<file path="config.mk">
export PLATFORM = sky130hd
export DESIGN_NAME = synth_controller
export DESIGN_NICKNAME = d
export VERILOG_FILES = /design/src/midi_pkg.sv /design/src/synth_pkg.sv /design/src/midi_byte_source.sv /design/src/midi_byte_fifo.sv /design/src/midi_event_parser.sv /design/src/note_stack.sv /design/src/synth_controller.sv
export SDC_FILE = /design/constraint.sdc
export NUM_CORES = 1
export LEC_CHECK = 0
export ABC_AREA = 1
export BUFFER_PORTS_ARGS = -buffer_cell sky130_fd_sc_hd__buf_2
export CORE_MARGIN = 10
export CORE_UTILIZATION = 30
export CTS_CLUSTER_SIZE = 16
export DETAILED_ROUTE_END_ITERATION = 7
export SLEW_MARGIN = 30
export SYNTH_ARGS = -nofsm -noshare
export SYNTH_HDL_FRONTEND = slang
export SYNTH_SLANG_ARGS = --single-unit
</file>
<file path="constraint.sdc">
create_clock -name CLOCK_50 -period 4.3 [get_ports CLOCK_50]
set_clock_uncertainty 0.2 [all_clocks]
set_input_delay 0.645 -clock CLOCK_50 [delete_from_list [all_inputs] [get_ports CLOCK_50]]
set_output_delay 0.645 -clock CLOCK_50 [all_outputs]
set_load 0.02 [all_outputs]
</file>
<file path="src/midi_pkg.sv">
package midi_pkg;

    localparam int clocks_per_bit = 1600;            // 50 MHz over 31250 baud
    localparam int baud_w         = $clog2(clocks_per_bit); // baud counter width
    localparam int fifo_depth     = 8;               // byte FIFO entries
    localparam int fifo_addr_w    = 3;               // FIFO pointer width

    // high nibble of a status byte, bit 7 stripped
    typedef enum logic [2:0] {
        note_off,                                    // 8n
        note_on,                                     // 9n
        poly_at,                                     // An
        ctrl,                                        // Bn control change
        prog,                                        // Cn program change
        chan_at,                                     // Dn
        pitch,                                       // En pitch bend
        system                                       // Fx, no channel
    } msg_kind_t;

    typedef struct packed {
        logic       is_status;                       // bit 7 set
        msg_kind_t  kind;
        logic [3:0] channel;                         // or system sub-code
    } status_view_t;

    typedef struct packed {
        logic       is_status;                       // bit 7 clear
        logic [6:0] value;
    } data_view_t;

    // one MIDI byte seen either way
    typedef union packed {
        logic [7:0]   raw;
        status_view_t status;
        data_view_t   data;
    } midi_byte_u;

endpackage

</file>
<file path="src/synth_pkg.sv">
package synth_pkg;

    localparam int voices  = 8;                      // voice count
    localparam int v_width = 3;                      // voice index bits

    typedef struct packed {
        logic       on;                              // 0 for note-off or vel 0
        logic [6:0] key;
        logic [6:0] velocity;
    } note_event_t;

    typedef struct packed {
        logic        ctrl_cmd;                       // control change pulse
        logic [6:0]  octrl;                          // controller number
        logic [6:0]  octrl_data;
        logic        prg_ch_cmd;                     // program change pulse
        logic [6:0]  prg_ch_data;
        logic        pitch_cmd;                      // pitch bend pulse
        logic [13:0] pitch_data;                     // msb:lsb
    } ctrl_event_t;

endpackage

</file>
<file path="src/midi_byte_source.sv">
`timescale 1ns/100ps

module midi_byte_source (
    input  logic                 CLOCK_50,
    input  logic                 reset_reg_N,
    input  logic                 midi_rxd,
    input  logic                 uart_usb_sel,          // high selects cpu port
    input  logic [7:0]           socmidi_data_from_cpu,
    input  logic                 socmidi_write,
    output logic                 byte_strobe,
    output midi_pkg::midi_byte_u byte_data
);
    import midi_pkg::*;

    typedef enum logic [1:0] {rx_idle, rx_start, rx_data, rx_stop} rx_state_t;

    rx_state_t         rx_state;
    logic [1:0]        rxd_sync;                     // two flop synchronizer
    logic [baud_w-1:0] baud_cnt;
    logic [2:0]        bit_cnt;                      // data bit index
    logic [7:0]        rx_shift;                     // lsb first
    logic              bit_tick;
    logic              half_tick;
    logic              rx_done;

    assign bit_tick  = baud_cnt == baud_w'(clocks_per_bit - 1);      // one bit later
    assign half_tick = baud_cnt == baud_w'(clocks_per_bit / 2 - 1);  // middle of start bit
    // stop bit sampled high
    assign rx_done   = !uart_usb_sel && rx_state == rx_stop && bit_tick && rxd_sync[1];

    always_ff @(posedge CLOCK_50) begin
        if (!reset_reg_N) begin
            rxd_sync <= 2'b11;                       // line idles high
            rx_state <= rx_idle;
            baud_cnt <= '0;
            bit_cnt  <= '0;
        end else begin
            rxd_sync <= {rxd_sync[0], midi_rxd};
            baud_cnt <= baud_cnt + 1'b1;
            if (uart_usb_sel) begin
                rx_state <= rx_idle;                 // receiver parked
            end else begin
                case (rx_state)
                    rx_idle: begin
                        baud_cnt <= '0;
                        if (!rxd_sync[1])
                            rx_state <= rx_start;    // falling edge
                    end
                    rx_start: begin
                        if (half_tick) begin
                            baud_cnt <= '0;
                            bit_cnt  <= '0;
                            rx_state <= rxd_sync[1] ? rx_idle : rx_data; // glitch check
                        end
                    end
                    rx_data: begin
                        if (bit_tick) begin
                            baud_cnt <= '0;
                            bit_cnt  <= bit_cnt + 3'd1;
                            if (bit_cnt == 3'd7)
                                rx_state <= rx_stop;
                        end
                    end
                    rx_stop: begin
                        if (bit_tick)
                            rx_state <= rx_idle;     // framing error just drops byte
                    end
                    default: rx_state <= rx_idle;
                endcase
            end
        end
    end

    always_ff @(posedge CLOCK_50) begin
        if (rx_state == rx_data && bit_tick)
            rx_shift <= {rxd_sync[1], rx_shift[7:1]}; // shift in at bit middle
    end

    always_ff @(posedge CLOCK_50) begin
        if (!reset_reg_N)
            byte_strobe <= 1'b0;
        else
            byte_strobe <= uart_usb_sel ? socmidi_write : rx_done;
    end

    always_ff @(posedge CLOCK_50) begin
        byte_data.raw <= uart_usb_sel ? socmidi_data_from_cpu : rx_shift;
    end

endmodule

</file>
<file path="src/midi_byte_fifo.sv">
`timescale 1ns/100ps

module midi_byte_fifo (
    input  logic                 CLOCK_50,
    input  logic                 reset_reg_N,
    input  logic                 push,
    input  midi_pkg::midi_byte_u push_data,
    input  logic                 pop,
    output midi_pkg::midi_byte_u head,           // show-ahead
    output logic                 not_empty,
    output logic                 overflow        // sticky
);
    import midi_pkg::*;

    midi_byte_u             mem [fifo_depth];
    logic [fifo_addr_w-1:0] wr_ptr;
    logic [fifo_addr_w-1:0] rd_ptr;
    logic [fifo_addr_w:0]   count;               // occupancy
    logic                   full;
    logic                   do_push;
    logic                   do_pop;

    assign full      = count == (fifo_addr_w + 1)'(fifo_depth);
    assign not_empty = count != '0;
    assign do_pop    = pop && not_empty;
    assign do_push   = push && (!full || do_pop); // pop frees a slot when full
    assign head      = mem[rd_ptr];

    always_ff @(posedge CLOCK_50) begin
        if (do_push)
            mem[wr_ptr] <= push_data;
    end

    always_ff @(posedge CLOCK_50) begin
        if (!reset_reg_N) begin
            wr_ptr   <= '0;
            rd_ptr   <= '0;
            count    <= '0;
            overflow <= 1'b0;
        end else begin
            if (do_push)
                wr_ptr <= wr_ptr + 1'b1;         // wraps at depth
            if (do_pop)
                rd_ptr <= rd_ptr + 1'b1;
            case ({do_push, do_pop})
                2'b10:   count <= count + 1'b1;
                2'b01:   count <= count - 1'b1;
                default: count <= count;         // none or both
            endcase
            if (push && !do_push)
                overflow <= 1'b1;                // byte lost
        end
    end

endmodule

</file>
<file path="src/midi_event_parser.sv">
`timescale 1ns/100ps

module midi_event_parser (
    input  logic                   CLOCK_50,
    input  logic                   reset_reg_N,
    input  logic [3:0]             midi_ch,
    input  midi_pkg::midi_byte_u   head,
    input  logic                   not_empty,
    output logic                   pop,
    output logic                   note_strobe,
    output synth_pkg::note_event_t note_event,
    output synth_pkg::ctrl_event_t ctrl_event
);
    import midi_pkg::*;

    msg_kind_t  run_kind;                        // running status
    logic [3:0] run_ch;
    logic       run_valid;
    logic       in_sysex;                        // skipping until EOX
    logic       have_first;                      // first data byte stored
    logic [6:0] first_byte;
    logic       event_cycle;                     // no pop in this cycle
    logic       is_rt;
    logic       is_chan;
    logic       take_data;
    logic       one_byte_msg;
    logic       msg_done;
    logic [6:0] data1;
    logic [6:0] data2;

    assign pop = not_empty && !event_cycle;      // decode then event cycle

    always_comb begin
        is_rt        = head.raw[7:3] == 5'b11111;               // F8..FF
        is_chan      = head.status.is_status && head.status.kind != system;
        take_data    = !head.data.is_status && run_valid && !in_sysex;
        one_byte_msg = run_kind == prog || run_kind == chan_at;
        msg_done     = pop && take_data && (have_first || one_byte_msg);
        data1        = have_first ? first_byte : head.data.value;
        data2        = head.data.value;
    end

    always_ff @(posedge CLOCK_50) begin
        if (!reset_reg_N) begin
            event_cycle           <= 1'b0;
            run_valid             <= 1'b0;
            in_sysex              <= 1'b0;
            have_first            <= 1'b0;
            note_strobe           <= 1'b0;
            ctrl_event.ctrl_cmd   <= 1'b0;
            ctrl_event.prg_ch_cmd <= 1'b0;
            ctrl_event.pitch_cmd  <= 1'b0;
        end else begin
            event_cycle           <= pop;
            note_strobe           <= 1'b0;       // all strobes one cycle
            ctrl_event.ctrl_cmd   <= 1'b0;
            ctrl_event.prg_ch_cmd <= 1'b0;
            ctrl_event.pitch_cmd  <= 1'b0;
            if (pop && head.status.is_status) begin
                if (is_chan) begin
                    run_kind   <= head.status.kind;
                    run_ch     <= head.status.channel;
                    run_valid  <= 1'b1;
                    in_sysex   <= 1'b0;
                    have_first <= 1'b0;
                end else if (!is_rt) begin
                    run_valid  <= 1'b0;          // system common
                    have_first <= 1'b0;
                    in_sysex   <= head.raw == 8'hf0; // F7 and others end it
                end
            end else if (pop && take_data) begin
                have_first <= !msg_done;
                first_byte <= head.data.value;
            end
            if (msg_done && run_ch == midi_ch) begin
                case (run_kind)
                    note_on, note_off: begin
                        note_strobe         <= 1'b1;
                        note_event.on       <= run_kind == note_on && data2 != 7'd0;
                        note_event.key      <= data1;
                        note_event.velocity <= data2;
                    end
                    ctrl: begin
                        ctrl_event.ctrl_cmd   <= 1'b1;
                        ctrl_event.octrl      <= data1;
                        ctrl_event.octrl_data <= data2;
                    end
                    prog: begin
                        ctrl_event.prg_ch_cmd  <= 1'b1;
                        ctrl_event.prg_ch_data <= data1; // single data byte
                    end
                    pitch: begin
                        ctrl_event.pitch_cmd  <= 1'b1;
                        ctrl_event.pitch_data <= {data2, data1}; // lsb came first
                    end
                    default: ;                   // aftertouch swallowed
                endcase
            end
        end
    end

endmodule

</file>
<file path="src/note_stack.sv">
`timescale 1ns/100ps

module note_stack (
    input  logic                          CLOCK_50,
    input  logic                          reset_reg_N,
    input  logic [synth_pkg::voices-1:0]  voice_free,   // from synth engine
    input  logic                          note_strobe,
    input  synth_pkg::note_event_t        note_event,
    output logic                          note_on,
    output logic                          note_off,
    output logic [synth_pkg::v_width-1:0] cur_key_adr,
    output logic [6:0]                    cur_key_val,
    output logic [6:0]                    cur_vel,
    output logic [synth_pkg::voices-1:0]  keys_on,      // voice map
    output logic [synth_pkg::v_width:0]   active_keys
);
    import synth_pkg::*;

    logic [6:0]         key_reg [voices];        // key held per voice
    logic               hit;                     // key already sounding
    logic [v_width-1:0] hit_idx;
    logic               found_free;
    logic [v_width-1:0] free_idx;
    logic [v_width-1:0] voice_idx;
    logic               start_voice;
    logic               stop_voice;

    always_comb begin
        hit         = 1'b0;
        hit_idx     = '0;
        found_free  = 1'b0;
        free_idx    = '0;
        active_keys = '0;
        for (int i = voices - 1; i >= 0; i--) begin // downward so lowest wins
            if (keys_on[i] && key_reg[i] == note_event.key) begin
                hit     = 1'b1;
                hit_idx = v_width'(i);
            end
            if (voice_free[i] && !keys_on[i]) begin
                found_free = 1'b1;
                free_idx   = v_width'(i);
            end
            active_keys = active_keys + (v_width + 1)'(keys_on[i]);
        end
        voice_idx   = hit ? hit_idx : free_idx;  // retrigger before allocate
        start_voice = note_strobe && note_event.on && (hit || found_free);
        stop_voice  = note_strobe && !note_event.on && hit;
    end

    always_ff @(posedge CLOCK_50) begin
        if (!reset_reg_N) begin
            note_on  <= 1'b0;
            note_off <= 1'b0;
            keys_on  <= '0;
        end else begin
            note_on  <= start_voice;             // no voice left drops note
            note_off <= stop_voice;              // unheld key ignored
            if (start_voice)
                keys_on[voice_idx] <= 1'b1;
            else if (stop_voice)
                keys_on[voice_idx] <= 1'b0;
        end
    end

    always_ff @(posedge CLOCK_50) begin
        if (start_voice)
            key_reg[voice_idx] <= note_event.key;
        if (start_voice || stop_voice) begin
            cur_key_adr <= voice_idx;            // held until next pulse
            cur_key_val <= note_event.key;
            cur_vel     <= note_event.velocity;
        end
    end

endmodule

</file>
<file path="src/synth_controller.sv">
`timescale 1ns/100ps

module synth_controller (
    input  logic                          CLOCK_50,
    input  logic                          reset_reg_N,
    input  logic                          midi_rxd,       // 31250 baud serial in
    input  logic                          uart_usb_sel,
    input  logic [7:0]                    socmidi_data_from_cpu,
    input  logic                          socmidi_write,
    input  logic [3:0]                    midi_ch,        // own channel
    input  logic [synth_pkg::voices-1:0]  voice_free,
    output logic                          note_on,
    output logic                          note_off,
    output logic [synth_pkg::v_width-1:0] cur_key_adr,
    output logic [6:0]                    cur_key_val,
    output logic [6:0]                    cur_vel,
    output logic [synth_pkg::voices-1:0]  keys_on,
    output logic [synth_pkg::v_width:0]   active_keys,
    output synth_pkg::ctrl_event_t        ctrl_event,     // cc, program, pitch
    output logic                          overflow
);
    import midi_pkg::*;
    import synth_pkg::*;

    logic        byte_strobe;
    midi_byte_u  byte_data;
    midi_byte_u  fifo_head;
    logic        fifo_not_empty;
    logic        fifo_pop;
    logic        note_strobe;
    note_event_t note_event;

    midi_byte_source midi_byte_source_inst (
        .CLOCK_50              (CLOCK_50),
        .reset_reg_N           (reset_reg_N),
        .midi_rxd              (midi_rxd),
        .uart_usb_sel          (uart_usb_sel),
        .socmidi_data_from_cpu (socmidi_data_from_cpu),
        .socmidi_write         (socmidi_write),
        .byte_strobe           (byte_strobe),     // one per byte
        .byte_data             (byte_data)
    );

    midi_byte_fifo midi_byte_fifo_inst (
        .CLOCK_50    (CLOCK_50),
        .reset_reg_N (reset_reg_N),
        .push        (byte_strobe),
        .push_data   (byte_data),
        .pop         (fifo_pop),
        .head        (fifo_head),
        .not_empty   (fifo_not_empty),
        .overflow    (overflow)
    );

    midi_event_parser midi_event_parser_inst (
        .CLOCK_50    (CLOCK_50),
        .reset_reg_N (reset_reg_N),
        .midi_ch     (midi_ch),
        .head        (fifo_head),
        .not_empty   (fifo_not_empty),
        .pop         (fifo_pop),                  // at most every other cycle
        .note_strobe (note_strobe),
        .note_event  (note_event),
        .ctrl_event  (ctrl_event)
    );

    note_stack note_stack_inst (
        .CLOCK_50    (CLOCK_50),
        .reset_reg_N (reset_reg_N),
        .voice_free  (voice_free),
        .note_strobe (note_strobe),
        .note_event  (note_event),
        .note_on     (note_on),
        .note_off    (note_off),
        .cur_key_adr (cur_key_adr),
        .cur_key_val (cur_key_val),
        .cur_vel     (cur_vel),
        .keys_on     (keys_on),
        .active_keys (active_keys)
    );

endmodule

</file>
==> qor.csv <==
stage;metric;value;unit
routing;drt_first_pass_iters;5;
layout;fillers;3578;
critical_path;rr_startpoint;midi_event_parser_inst.note_event[11];
hold_path;hold_path.class;input pin to flip-flop;
placed_design;pre_cts_ws;0.671;ns
critical_path;r2r_slack;1.11;ns
clock_tree;path_clk_slew;0.06;ns
timing;max_slew_margin;0.376;
floorplanning;ios;95;
layout;final_cell_mix;nand2_1 (244), edfxtp_1 (209), inv_1 (125);
layout;mostFrequentLayoutCell;nand2_1;
yosys;synthesis.nets;1086;
yosys;synthSimpleGateAreaFrac;0.176;
placed_design;port_buffers;94;
timing;period_minus_slack;4.14;ns
critical_path;critPathRequiredTime;3.45;ns
run;cap_violations;0;
layout;final_cells;1653;
grt;antenna_found_initial;0;
layout;regArea;0.00746;mm^2
clock_tree;cts_sinks;268;
timing;setup_ws;0.157;ns
critical_path;crit_path_max_fanout;4;
timing;max_freq;0.241;GHz
timing;setup_violations;0;
timing;finalHoldViolCount;0;
floorplanning;die_area;0.0454;mm^2
routing;drc_errors;0;
power_and_ir_drop;p_leak;5.25;nW
grt;globalRouteTotalUtil;0.114;
critical_path;worst_setup_path_end_kind;output pin;
layout;area_growth;18.2;%
timing;finalCritPeriodShare;0.963;
power_and_ir_drop;ir_drop;0.000333;V
layout;largest_register_ffs;64;
layout;antenna_cells;0;
yosys;synth_top_family_by_area;simple AND/OR/NAND/NOR gates;
layout;nets;1204;
yosys;synth_area;0.0112;mm^2
floorplanning;core_area;0.0367;mm^2
routing;vias;7469;
placed_design;dp.final_hpwl;18500;um
placed_design;dp_cells;1601;
routing;antenna_left;0;
clock_tree;clk_latency;0.54;ns
clock_tree;clockBufferDepth;3;
grt;overflow;0;
critical_path;path_class;flip-flop to output pin;
yosys;async_flop_share;0;
yosys;synth_cell_type_count;44;
yosys;synth_compound_gate_area_share;0.0612;
yosys;muxShareOfSynthArea;0;
yosys;yosysWarnings;0;
critical_path;arrival;3.30;ns
power_and_ir_drop;power;6.42;mW
yosys;ys_ff_latch;268;
clock_tree;tritoncts;yes;
critical_path;ff2ff_path_depth;16;
routing;drt_wl_total;26100;um
timing;slew_viol_final;0;
clock_tree;cts_buffers;28;
routing;wire_per_inst;15.8;um
timing;worst_pin_slew;0.933;ns
critical_path;startpoint_type;flip-flop;
floorplanning;die_y;213;um
floorplanning;rows;70;
clock_tree;h-tree-depth;1;
layout;multi_input_area;0.00310;mm^2
power_and_ir_drop;pwr_density_cell;486;mW/mm^2
clock_tree;cts-root-buf;clkbuf_16;
floorplanning;start_util;0.305;
yosys;synth_flop_cell;edfxtp_1;
critical_path;crit_end;active_keys[1];
yosys;synth_edf_count;209;
grt;grt_pass1_vias;7471;
yosys;syn_inst;1045;
routing;first_iter_violations;415;
yosys;synth_area_per_cell;10.7;um^2
timing;rsz0062_at_grt;no;
timing;tns;0;ns
grt;grt_pass1_wl;41200;um
yosys;synth_adder_area_share;0.0212;
placed_design;place_congestion;0.852;
outcome;status;complete, no violations;
critical_path;r2r_end;note_stack_inst.key_reg[4][1];
yosys;ys_seq_area_frac;0.667;
grt;grt_start_max_net_pins;33;
layout;drive_gt1_frac;0.175;
routing;via_per_inst;4.52;
floorplanning;die_w;213;um
yosys;synth-xor-area-share;0.0164;
timing;hold_ws;0.0873;ns
-- cell type report --
cell class / count / area share
repair buffers: 110 / 0.0447
flip-flops and latches: 268 / 0.564
clock buffers: 33 / 0.0568
well taps: 468 / 0.0443
clock inverters: 19 / 0.0152
multi-input cells: 612 / 0.235
inverters: 143 / 0.0406
-- Yosys cell counts (all sizes together), types with 3 or more instances --
cell | n | share of area
dfxtp | 59 | 0.11
clkinv | 3 | 0.0010
nor2 | 122 | 0.044
o22ai | 16 | 0.0089
a31oi | 6 | 0.0039
buf | 14 | 0.0076
o21ai | 54 | 0.024
xor2 | 5 | 0.0039
clkbuf | 8 | 0.0027
nand4 | 15 | 0.0097
nor3 | 11 | 0.0049
a211oi | 3 | 0.0020
o211ai | 3 | 0.0020
ha | 11 | 0.012
nand3 | 39 | 0.020
fa | 5 | 0.0089
nand2 | 256 | 0.090
inv | 140 | 0.047
xnor2 | 16 | 0.013
or2 | 4 | 0.0022
a21oi | 31 | 0.016
nor4 | 8 | 0.0045
edfxtp | 209 | 0.56
-- critical path, stage by stage, from the launching register on --
cell	delay (ns)
dfxtp_1	0.33
ha_1	0.29
inv_1	0.07
fa_1	0.42
fa_1	0.50
inv_1	0.05
fa_1	0.38
inv_1	0.08
fa_1	0.41
inv_1	0.06
buf_2	0.15
-- per-layer routing --
metal / wire (um) / global-route usage / up-vias
li1: - / - / 3724
met1: 11500 / 0.141 / 3553
met2: 12700 / 0.198 / 153
met3: 1220 / 0.0236 / 39
met4: 692 / 0.0332 / 0
met5: 0 / 0 / -
-- timing repair --
action	4_1_cts	5_1_grt
endpoints found under the setup margin	0	1
buffers inserted	0	0
hold endpoints to repair	0	0
resized for setup	0	1
hold buffers	0	0
-- cells by family (layout without fill, tap and decap cells) --
group / count (synthesis) / count (layout)
AND/OR/NAND/NOR: 456 / 456
flip-flops: 268 / 268
XOR/XNOR: 21 / 21
AO/OA/AOI/OAI: 119 / 119
adder cells (fa/ha/maj): 16 / 16
buffers and inverters: 165 / 305
-- through the flow --
step / instance area (um^2) / utilization
after CTS: 13200 / 0.360
final: 13200 / 0.360
after detailed placement: 12300 / 0.334
after global placement: 12300 / 0.334
after global routing: 13200 / 0.360
after floorplan: 11200 / -
-- power by group --
group / switching, mW / internal (mW) / leakage [nW] / total [mW]
sequential: 0.0606 / 2.99 / 2.37 / 3.05
combinational: 0.639 / 0.255 / 2.42 / 0.894
clock: 0.996 / 1.49 / 0.463 / 2.48
total: 1.70 / 4.73 / 5.25 / 6.42
-- worst min-delay path by stage --
| stage | depth (start not counted) | end | slack (ns) | startpoint |
|---|---|---|---|---|
| final | 2 | midi_byte_source_inst.rxd_sync[0] | 0.09 | midi_rxd |
| after global routing | 2 | midi_byte_source_inst.rxd_sync[0] | 0.07 | midi_rxd |
| after detailed placement | 1 | midi_byte_source_inst.rxd_sync[1] | 0.20 | midi_byte_source_inst.rxd_sync[0] |
| after global placement | 1 | midi_byte_source_inst.rxd_sync[1] | 0.20 | midi_byte_source_inst.rxd_sync[0] |
| after CTS | 2 | midi_byte_source_inst.rxd_sync[0] | 0.07 | midi_rxd |
| after floorplan | 1 | midi_byte_source_inst.rxd_sync[1] | 0.19 | midi_byte_source_inst.rxd_sync[0] |
Power figures use the tool's default switching activity.
